File: config.mk
export PLATFORM = sky130hd
export DESIGN_NAME = arcade_io_top
export DESIGN_NICKNAME = d
export VERILOG_FILES = /design/src/arcade_io_pkg.sv /design/src/arcade_io_top.sv /design/src/pll_reconfig_seq.sv /design/src/control_merge.sv /design/src/dip_switch_bank.sv /design/src/ps2_key_decoder.sv
export VERILOG_INCLUDE_DIRS = /design/src /design/src/include
export SDC_FILE = /design/constraint.sdc
export NUM_CORES = 1
export LEC_CHECK = 0
export BUFFER_PORTS_ARGS = -buffer_cell sky130_fd_sc_hd__buf_2
export CAP_MARGIN = 25
export CORE_MARGIN = 2
export CORE_UTILIZATION = 46
export DETAILED_ROUTE_END_ITERATION = 16
export GPL_TIMING_DRIVEN = 0
export PLACE_DENSITY = 0.91
export SETUP_SLACK_MARGIN = 0.2
export SYNTH_ARGS = -nofsm -noshare
export SYNTH_HDL_FRONTEND = slang
export SYNTH_SLANG_ARGS = --single-unit
File: constraint.sdc
create_clock -name MS_CLK -period 4 [get_ports MS_CLK]
set_clock_uncertainty 0.2 [all_clocks]
set_input_delay 1 -clock MS_CLK [delete_from_list [all_inputs] [get_ports MS_CLK]]
set_output_delay 1 -clock MS_CLK [all_outputs]
set_load 0.01 [all_outputs]
File: src/include/arcade_io_params.svh
// Download indexes, DIP and PLL parameter counts, pause length and bus widths
`ifndef ARCADE_IO_PARAMS_SVH
`define ARCADE_IO_PARAMS_SVH

//////////////////////////////////////////////////
// Download stream
//////////////////////////////////////////////////

// Index of the DIP switch block in the download
`define ARC_DIP_INDEX 254
// Index of the game select byte
`define ARC_GAME_INDEX 1
// Eight switch bytes, addresses 0..7
`define ARC_DIP_COUNT 8
`define ARC_IOCTL_ADDR_W 25

//////////////////////////////////////////////////
// PLL reconfiguration
//////////////////////////////////////////////////

// Address/data pairs written per timing change
`define ARC_PLL_PARAM_COUNT 9
// Settle time before the first write, in accepted cycles
`define ARC_RECONFIG_PAUSE 255
`define ARC_CFG_ADDR_W 6
`define ARC_CFG_DATA_W 32

`endif
File: src/arcade_io_pkg.sv
// Joystick, control and switch vectors, key and download structs, PLL port struct and enums
`default_nettype none
`include "arcade_io_params.svh"

package arcade_io_pkg;
	typedef logic [15:0] joy_word_t;
	// Active low, as the game board expects
	typedef logic [7:0] player_byte_t;
	typedef logic [7:0] dip_byte_t;

	// Same bit order as the host keyboard word
	typedef struct packed {
		logic toggle;
		logic pressed;
		logic extended;
		logic [7:0] code;
	} ps2_event_t;

	typedef struct packed {
		logic wr;
		logic [7:0] index;
		logic [`ARC_IOCTL_ADDR_W-1:0] addr;
		logic [7:0] data;
	} ioctl_wr_t;

	// Held keyboard buttons, active high
	typedef struct packed {
		logic up;
		logic down;
		logic left;
		logic right;
		logic btn1;
		logic btn2;
		logic coin1;
		logic coin2;
		logic start1;
		logic start2;
		logic pause;
		logic service;
	} key_buttons_t;

	typedef enum logic {
		VIDEO_57HZ = 1'b0,
		VIDEO_60HZ = 1'b1
	} video_timing_t;

	// Write side of the PLL configuration port
	typedef struct packed {
		logic write;
		logic [`ARC_CFG_ADDR_W-1:0] addr;
		logic [`ARC_CFG_DATA_W-1:0] data;
	} pll_cfg_t;

	typedef enum logic [1:0] {
		IDLE,
		PAUSE,
		WRITE
	} reconfig_state_t;
endpackage

`default_nettype wire

File: src/arcade_io_top.sv
// Control front end top with key decoder, DIP bank, control merge and PLL sequencer
`timescale 1ns/100ps
`default_nettype none

module arcade_io_top import arcade_io_pkg::*; (
	input  logic          MS_CLK,
	input  logic          reset,
	input  ps2_event_t    key,
	input  ioctl_wr_t     ioctl,
	input  joy_word_t     joystick_0,
	input  joy_word_t     joystick_1,
	input  joy_word_t     db15_1,
	input  joy_word_t     db15_2,
	input  logic [1:0]    snac_dev,
	input  video_timing_t timing_sel,
	input  logic          pll_locked,
	input  logic          cfg_waitrequest,
	output player_byte_t  player1,
	output player_byte_t  player2,
	output logic          pause_req,
	output dip_byte_t     dsw1,
	output dip_byte_t     dsw2,
	output dip_byte_t     game_sel,
	output pll_cfg_t      cfg,
	output logic          pll_init_locked,
	output logic          reconfig_pause
);

	// Held keyboard buttons into the merge
	key_buttons_t buttons;

	//////////////////////////////////////////////////
	// Input side
	//////////////////////////////////////////////////

	ps2_key_decoder i_ps2_key_decoder (
		.MS_CLK  (MS_CLK),
		.reset   (reset),
		.key     (key),
		.buttons (buttons)
	);

	// Switch bytes go straight to the board
	dip_switch_bank i_dip_switch_bank (
		.MS_CLK   (MS_CLK),
		.reset    (reset),
		.ioctl    (ioctl),
		.dsw1     (dsw1),
		.dsw2     (dsw2),
		.game_sel (game_sel)
	);

	//////////////////////////////////////////////////
	// Merge and PLL side
	//////////////////////////////////////////////////

	control_merge i_control_merge (
		.buttons    (buttons),
		.joystick_0 (joystick_0),
		.joystick_1 (joystick_1),
		.db15_1     (db15_1),
		.db15_2     (db15_2),
		.snac_dev   (snac_dev),
		.player1    (player1),
		.player2    (player2),
		.pause_req  (pause_req)
	);

	pll_reconfig_seq i_pll_reconfig_seq (
		.MS_CLK          (MS_CLK),
		.reset           (reset),
		.timing_sel      (timing_sel),
		.pll_locked      (pll_locked),
		.cfg_waitrequest (cfg_waitrequest),
		.cfg             (cfg),
		.pll_init_locked (pll_init_locked),
		.reconfig_pause  (reconfig_pause)
	);

endmodule

`default_nettype wire

File: src/pll_reconfig_seq.sv
// Fractional PLL reconfiguration sequencer with pause counter and 57/60 Hz parameter tables
`timescale 1ns/100ps
`default_nettype none
`include "arcade_io_params.svh"

module pll_reconfig_seq import arcade_io_pkg::*; (
	input  logic          MS_CLK,
	input  logic          reset,
	input  video_timing_t timing_sel,
	input  logic          pll_locked,
	input  logic          cfg_waitrequest,
	output pll_cfg_t      cfg,
	output logic          pll_init_locked,
	output logic          reconfig_pause
);

	localparam int N_PARAM = `ARC_PLL_PARAM_COUNT;
	localparam int IDX_W = $clog2(N_PARAM);
	localparam int CNT_W = $clog2(`ARC_RECONFIG_PAUSE + 1);
	localparam logic [CNT_W-1:0] PAUSE_LAST = `ARC_RECONFIG_PAUSE;

	//////////////////////////////////////////////////
	// Parameter tables
	//////////////////////////////////////////////////

	// Mode, M, N, C0, C1, charge pump, bandwidth, M fraction, start
	localparam logic [`ARC_CFG_ADDR_W-1:0] CFG_ADDR [N_PARAM] = '{
		6'h0, 6'h4, 6'h3, 6'h5, 6'h5, 6'h9, 6'h8, 6'h7, 6'h2
	};
	// 48 MHz family for native timing
	localparam logic [`ARC_CFG_DATA_W-1:0] DATA_57HZ [N_PARAM] = '{
		32'h0, 32'h20504, 32'h10000, 32'h505, 32'h60302,
		32'h2, 32'h7, 32'h9999999A, 32'h1
	};
	// 50.135 MHz family for standard 60 Hz
	localparam logic [`ARC_CFG_DATA_W-1:0] DATA_60HZ [N_PARAM] = '{
		32'h0, 32'hA0A, 32'h10000, 32'hA0A, 32'h40505,
		32'h2, 32'h7, 32'h0DD3FDC4, 32'h1
	};

	reconfig_state_t state;
	video_timing_t timing_lat;
	logic [CNT_W-1:0] pause_cnt;
	logic [IDX_W-1:0] param_idx;
	// Cycle in which the port takes a write
	logic accept;

	assign accept = pll_locked & ~cfg_waitrequest;

	//////////////////////////////////////////////////
	// Sequencer FSM
	//////////////////////////////////////////////////

	always_ff @(posedge MS_CLK) begin
		if (reset) begin
			state <= IDLE;
			timing_lat <= VIDEO_57HZ;
			pause_cnt <= '0;
			param_idx <= '0;
			pll_init_locked <= 1'b0;
			reconfig_pause <= 1'b0;
		end else if (accept) begin
			// Sticky after the first good cycle
			pll_init_locked <= 1'b1;
			case (state)
				IDLE: begin
					if (timing_sel != timing_lat) begin
						timing_lat <= timing_sel;
						pause_cnt <= CNT_W'(1);
						param_idx <= '0;
						reconfig_pause <= 1'b1;
						state <= PAUSE;
					end else begin
						// PLL back in lock, let the core run
						reconfig_pause <= 1'b0;
					end
				end
				PAUSE: begin
					if (pause_cnt == PAUSE_LAST) begin
						state <= WRITE;
					end else begin
						pause_cnt <= pause_cnt + CNT_W'(1);
					end
				end
				WRITE: begin
					// One pair per accepted cycle
					if (param_idx == IDX_W'(N_PARAM - 1)) begin
						param_idx <= '0;
						state <= IDLE;
					end else begin
						param_idx <= param_idx + IDX_W'(1);
					end
				end
				default: state <= IDLE;
			endcase
		end
	end

	// Strobe only when the port can take it
	always_comb begin
		cfg.write = (state == WRITE) && accept;
		cfg.addr = CFG_ADDR[param_idx];
		cfg.data = (timing_lat == VIDEO_60HZ) ? DATA_60HZ[param_idx] : DATA_57HZ[param_idx];
	end

endmodule

`default_nettype wire

File: src/control_merge.sv
// Keyboard, host joystick and DB15 merge into the active-low player bytes and pause request
`timescale 1ns/100ps
`default_nettype none

module control_merge import arcade_io_pkg::*; (
	input  key_buttons_t buttons,
	input  joy_word_t    joystick_0,
	input  joy_word_t    joystick_1,
	input  joy_word_t    db15_1,
	input  joy_word_t    db15_2,
	input  logic [1:0]   snac_dev,
	output player_byte_t player1,
	output player_byte_t player2,
	output logic         pause_req
);

	// DB15 words after the per-port enable
	joy_word_t db1;
	joy_word_t db2;
	// OR of both host pads, for the shared buttons
	joy_word_t joy_any;
	logic start1_n;
	logic start2_n;
	logic coin1_n;
	logic coin2_n;

	// Active-low {btn2, btn1, down, up, left, right} of one player
	// Host and DB15 words carry up on bit 3, the board wants down there
	function automatic logic [5:0] player_dirs(joy_word_t db, joy_word_t host, key_buttons_t kb);
		logic [5:0] held;
		held = db[5:0] | host[5:0] | {kb.btn2, kb.btn1, kb.up, kb.down, kb.left, kb.right};
		return ~{held[5], held[4], held[2], held[3], held[1], held[0]};
	endfunction

	//////////////////////////////////////////////////
	// Source gating
	//////////////////////////////////////////////////

	assign db1 = snac_dev[0] ? db15_1 : '0;
	assign db2 = snac_dev[1] ? db15_2 : '0;
	assign joy_any = joystick_0 | joystick_1;

	//////////////////////////////////////////////////
	// Shared buttons
	//////////////////////////////////////////////////

	// P1 button C on DB15 doubles as start 2
	assign start1_n = ~(db1[10] | buttons.start1 | joy_any[6]);
	assign start2_n = ~(db2[10] | db1[6] | buttons.start2 | joy_any[8]);
	assign coin1_n = ~(db1[11] | buttons.coin1 | joystick_0[7]);
	assign coin2_n = ~(db2[11] | buttons.coin2 | joystick_1[7]);

	assign player1 = {start2_n, start1_n, player_dirs(db1, joystick_0, buttons)};
	assign player2 = {coin2_n, coin1_n, player_dirs(db2, joystick_1, buttons)};

	// Start+A on a DB15 pad pauses, active high
	assign pause_req = (db1[4] & db1[10]) | (db2[4] & db2[10]) | buttons.pause | joy_any[9];

endmodule

`default_nettype wire

File: src/dip_switch_bank.sv
// DIP switch and game select capture from the download stream
`timescale 1ns/100ps
`default_nettype none
`include "arcade_io_params.svh"

module dip_switch_bank import arcade_io_pkg::*; (
	input  logic      MS_CLK,
	input  logic      reset,
	input  ioctl_wr_t ioctl,
	output dip_byte_t dsw1,
	output dip_byte_t dsw2,
	output dip_byte_t game_sel
);

	localparam logic [7:0] DIP_INDEX = `ARC_DIP_INDEX;
	localparam logic [7:0] GAME_INDEX = `ARC_GAME_INDEX;
	localparam logic [`ARC_IOCTL_ADDR_W-1:0] DIP_LIMIT = `ARC_DIP_COUNT;
	localparam int SEL_W = $clog2(`ARC_DIP_COUNT);

	// All eight switch bytes, the board reads the first two
	dip_byte_t sw [`ARC_DIP_COUNT];
	logic dip_hit;
	logic game_hit;

	// Decode of the strobed write
	assign dip_hit = ioctl.wr && (ioctl.index == DIP_INDEX) && (ioctl.addr < DIP_LIMIT);
	assign game_hit = ioctl.wr && (ioctl.index == GAME_INDEX) && (ioctl.addr == '0);

	always_ff @(posedge MS_CLK) begin
		if (reset) begin
			for (int i = 0; i < `ARC_DIP_COUNT; i++) begin
				sw[i] <= '0;
			end
			game_sel <= '0;
		end else begin
			// Low address bits pick the byte
			if (dip_hit) begin
				sw[ioctl.addr[SEL_W-1:0]] <= ioctl.data;
			end
			if (game_hit) begin
				game_sel <= ioctl.data;
			end
		end
	end

	assign dsw1 = sw[0];
	assign dsw2 = sw[1];

endmodule

`default_nettype wire

File: src/ps2_key_decoder.sv
// Keyboard event decoder holding the twelve game button states
`timescale 1ns/100ps
`default_nettype none

module ps2_key_decoder import arcade_io_pkg::*; (
	input  logic         MS_CLK,
	input  logic         reset,
	input  ps2_event_t   key,
	output key_buttons_t buttons
);

	// Toggle seen at the previous edge
	logic prev_toggle;

	//////////////////////////////////////////////////
	// Event detect and button update
	//////////////////////////////////////////////////

	always_ff @(posedge MS_CLK) begin
		if (reset) begin
			// Track the live toggle so a held event is not replayed
			prev_toggle <= key.toggle;
			buttons <= '0;
		end else begin
			prev_toggle <= key.toggle;
			// New event when the toggle flips
			if (key.toggle != prev_toggle) begin
				case (key.code)
					// Start and coin keys 1, 2, 5, 6
					8'h16: buttons.start1 <= key.pressed;
					8'h1E: buttons.start2 <= key.pressed;
					8'h2E: buttons.coin1 <= key.pressed;
					8'h36: buttons.coin2 <= key.pressed;
					// Service on 9, pause on P
					8'h46: buttons.service <= key.pressed;
					8'h4D: buttons.pause <= key.pressed;
					// Cursor keys
					8'h75: buttons.up <= key.pressed;
					8'h72: buttons.down <= key.pressed;
					8'h6B: buttons.left <= key.pressed;
					8'h74: buttons.right <= key.pressed;
					// Ctrl and alt as fire buttons
					8'h14: buttons.btn1 <= key.pressed;
					8'h11: buttons.btn2 <= key.pressed;
					// Unknown codes leave everything as is
					default: ;
				endcase
			end
		end
	end

endmodule

`default_nettype wire

==> results.cfg <==
[timing]
rsz0062_at_grt = false
setup-violations-final = 0
hold_violations = 0
slew_viol_final = 0
min_period_ps = 3430
max_freq_ghz = 0.291
finalSetupTns_ps = 0
worst_pin_slew_ps = 728
hold_ws_ps = 259
fin_crit_sh = 0.858
slew_headroom = 0.510

[global_route]
grt_pass1_wl_mm = 12.9
grt_max_degree = 17
antenna_found_initial = 0
grt_pass1_vias = 2851
track_usage = 0.211
grt.overflow.total = 0

[drt]
drcViolationCount = 0
via_count = 3223
via_per_inst = 5.27
firstDrtPassIters = 4
routed_wl_mm = 8.40
drt_iter0_drc = 208
wire_per_inst_um = 13.7
detail-route-antenna-nets = 0

[final_layout]
areaGrowthSynthToFinish_pct = 34.1
drive_gt1_frac = 0.391
final_core_util = 0.629
final_cells = 612
fin_nets = 663
antenna_cells = 0
layout_commonest_cell = buf_2
layout_common_cells = buf_2, dfxtp_1, nand2b_1

[yosys]
ys_seq_elements = 53
synth_warnings = 0
synth-seq-area-share = 0.387
async_flop_share = 0
syn_area_um2 = 3150
syn_inst = 350
syn_avg_cell_area_um2 = 9.01
ys.flop_type = dfxtp_1
synth.distinct_cells = 48
synth_edf_count = 16

[critical_path]
slowest_delay_ps = 500
r2r_end = i_pll_reconfig_seq.pause_cnt[0]$_SDFFE_PP0P_
reg2reg_depth = 6
cp_common_cell = ha_1
worstReg2RegStart = i_pll_reconfig_seq.pause_cnt[0]$_SDFFE_PP0P_
ff2ff_setup_slack_ps = 1860
startpoint_type = flop
critPathArrivalTime_ps = 2230
path_class = reg2out
required_ps = 2800
crit_chain = ha_1 -> ha_1 -> nor2b_1 -> and2_1 -> buf_4 -> buf_2
crit_slowest_cell = nor2b_1
endpoint_kind = output port
crit_fanout = 9

[die]
rows = 30
start_util = 0.469
core-area_um2 = 6720
die_y_um = 86.8
dieArea_um2 = 7530
die_w_um = 86.8
num_io_pins = 206

[worst_hold_path]
holdPathEnd = i_pll_reconfig_seq.pll_init_locked$_SDFFE_PP0P_
min_from = i_pll_reconfig_seq.pll_init_locked$_SDFFE_PP0P_
hp-class = reg2reg
holdPathStages = 2

[placed_design]
place.gp.congestion = 0.891
dpl.hpwl_mm = 6.92
io_buffers = 168
placed_cells = 604

[outcome]
status = finished, final reports clean

[power_and_ir_drop]
p_leak_nw = 1.95
p_comb_frac = 0.169
seqPwrFrac = 0.510
total_power_w = 0.00112
sw_frac_of_total = 0.248
p_clk_frac = 0.321
power_density_nw_per_um2 = 265
ir_worst_vdd_mv = 0.195
switchingPower_w = 0.000278
intPower_w = 0.000841

[flow_run]
max_cap_violations = 0

[clocking]
cts_tree = yes
clock-sinks = 53
insertion_delay_ps = 300
cts_buffers = 5
root_buffer = clkbuf_8
cts_buffer_depth = 2
clk_pin_slew_ps = 90
cts_resized = 0
cts_htree_levels = 2
postCtsHoldBufs = 0
cts_setup_buffers = 0
[stage by stage]
step	setup WS, ps	instance area [um^2]
5_1_grt	352	4230
6_report	569	4230
2_1_floorplan	1090	3180
3_5_place_dp	591	4120
4_1_cts	582	4230
3_3_place_gp	689	4120
[power groups by stage]
stage	clock, W	combinational [W]	sequential, W
3_3_place_gp	0	0.000182	0.000582
5_1_grt	0.000390	0.000208	0.000572
6_report	0.000359	0.000189	0.000571
3_5_place_dp	0	0.000188	0.000583
4_1_cts	0.000366	0.000189	0.000571
2_1_floorplan	0	0.0000873	0.000588
[cells by family (layout without fill, tap and decap cells)]
group | Yosys count | after routing | share of synthesized area
and+or+nand+nor | 153 | 153 | 0.286
AOI/OAI and AO/OA | 69 | 69 | 0.140
DFF | 53 | 53 | 0.387
buffers and inverters | 43 | 219 | 0.0802
muxes | 20 | 20 | 0.0635
adders and majority gates | 8 | 8 | 0.0317
xor gates and xnor gates | 3 | 3 | 0.0107
other | 1 | 7 | 0.00119
[how the worst max path moves through the flow]
stage,start,depth (start not counted),slack [ps],end
after global placement,reset,5,690,i_dip_switch_bank.sw[0][7]$_SDFFCE_PN0P_
after floorplan,snac_dev[0],3,1090,player1[6]
after detailed placement,reset,5,590,i_dip_switch_bank.sw[1][0]$_SDFFCE_PN0P_
final,i_pll_reconfig_seq.param_idx[0]$_SDFFE_PP0P_,6,570,cfg[13]
after global routing,i_pll_reconfig_seq.param_idx[1]$_SDFFE_PP0P_,6,350,cfg[22]
after CTS,i_pll_reconfig_seq.param_idx[1]$_SDFFE_PP0P_,6,580,cfg[22]
[layout make-up]
| cell class | instances | area, um^2 |
|---|---|---|
| Tap cell | 80 | 100 |
| Fill cell | 563 | 2490 |
| Buffer | 36 | 226 |
| Clock inverter | 2 | 38.8 |
| Multi-Input combinational cell | 260 | 1700 |
| Timing Repair Buffer | 168 | 841 |
| Clock buffer | 6 | 72.6 |
| Sequential cell | 53 | 1220 |
| Inverter | 7 | 26.3 |
[registers in the layout (all words and copies together), names as in the netlist]
name and flops:
i_dip_switch_bank.sw 16, i_ps2_key_decoder.buttons 11, i_dip_switch_bank.game_sel 8, i_pll_reconfig_seq.pause_cnt 8, i_pll_reconfig_seq.param_idx 4, i_pll_reconfig_seq.state 2
i_pll_reconfig_seq.pll_init_locked 1, i_pll_reconfig_seq.reconfig_pause 1, i_pll_reconfig_seq.timing_lat 1, i_ps2_key_decoder.prev_toggle 1
[worst max-delay path: cells and delay by family (launching register included)]
kind / cells / cell delay [ps]
flops: 1 / 460
buf+inv: 2 / 250
fa+ha+maj: 2 / 430
simple gates: 2 / 790
[routing by layer]
metal,GRT usage,vias to the layer above,part of all wire
met4,0.0696,0,0.015
li1,-,1602,-
met5,0,-,0
met3,0.0390,15,0.049
met1,0.270,1495,0.41
met2,0.359,111,0.52
[Yosys cell counts (all sizes together) (7+ instances only)]
cell	count	area share
a211oi	16	0.038
a21oi	25	0.040
and2	19	0.038
buf	26	0.060
clkbuf	10	0.012
dfxtp	37	0.23
edfxtp	16	0.15
ha	8	0.032
inv	7	0.0083
mux2i	20	0.063
nand2	21	0.025
nand2b	33	0.065
nand3	11	0.017
nor2	20	0.024
nor3	7	0.011
nor4	10	0.029
o21ai	10	0.016
or3	7	0.014
Power figures use the tool's default switching activity.
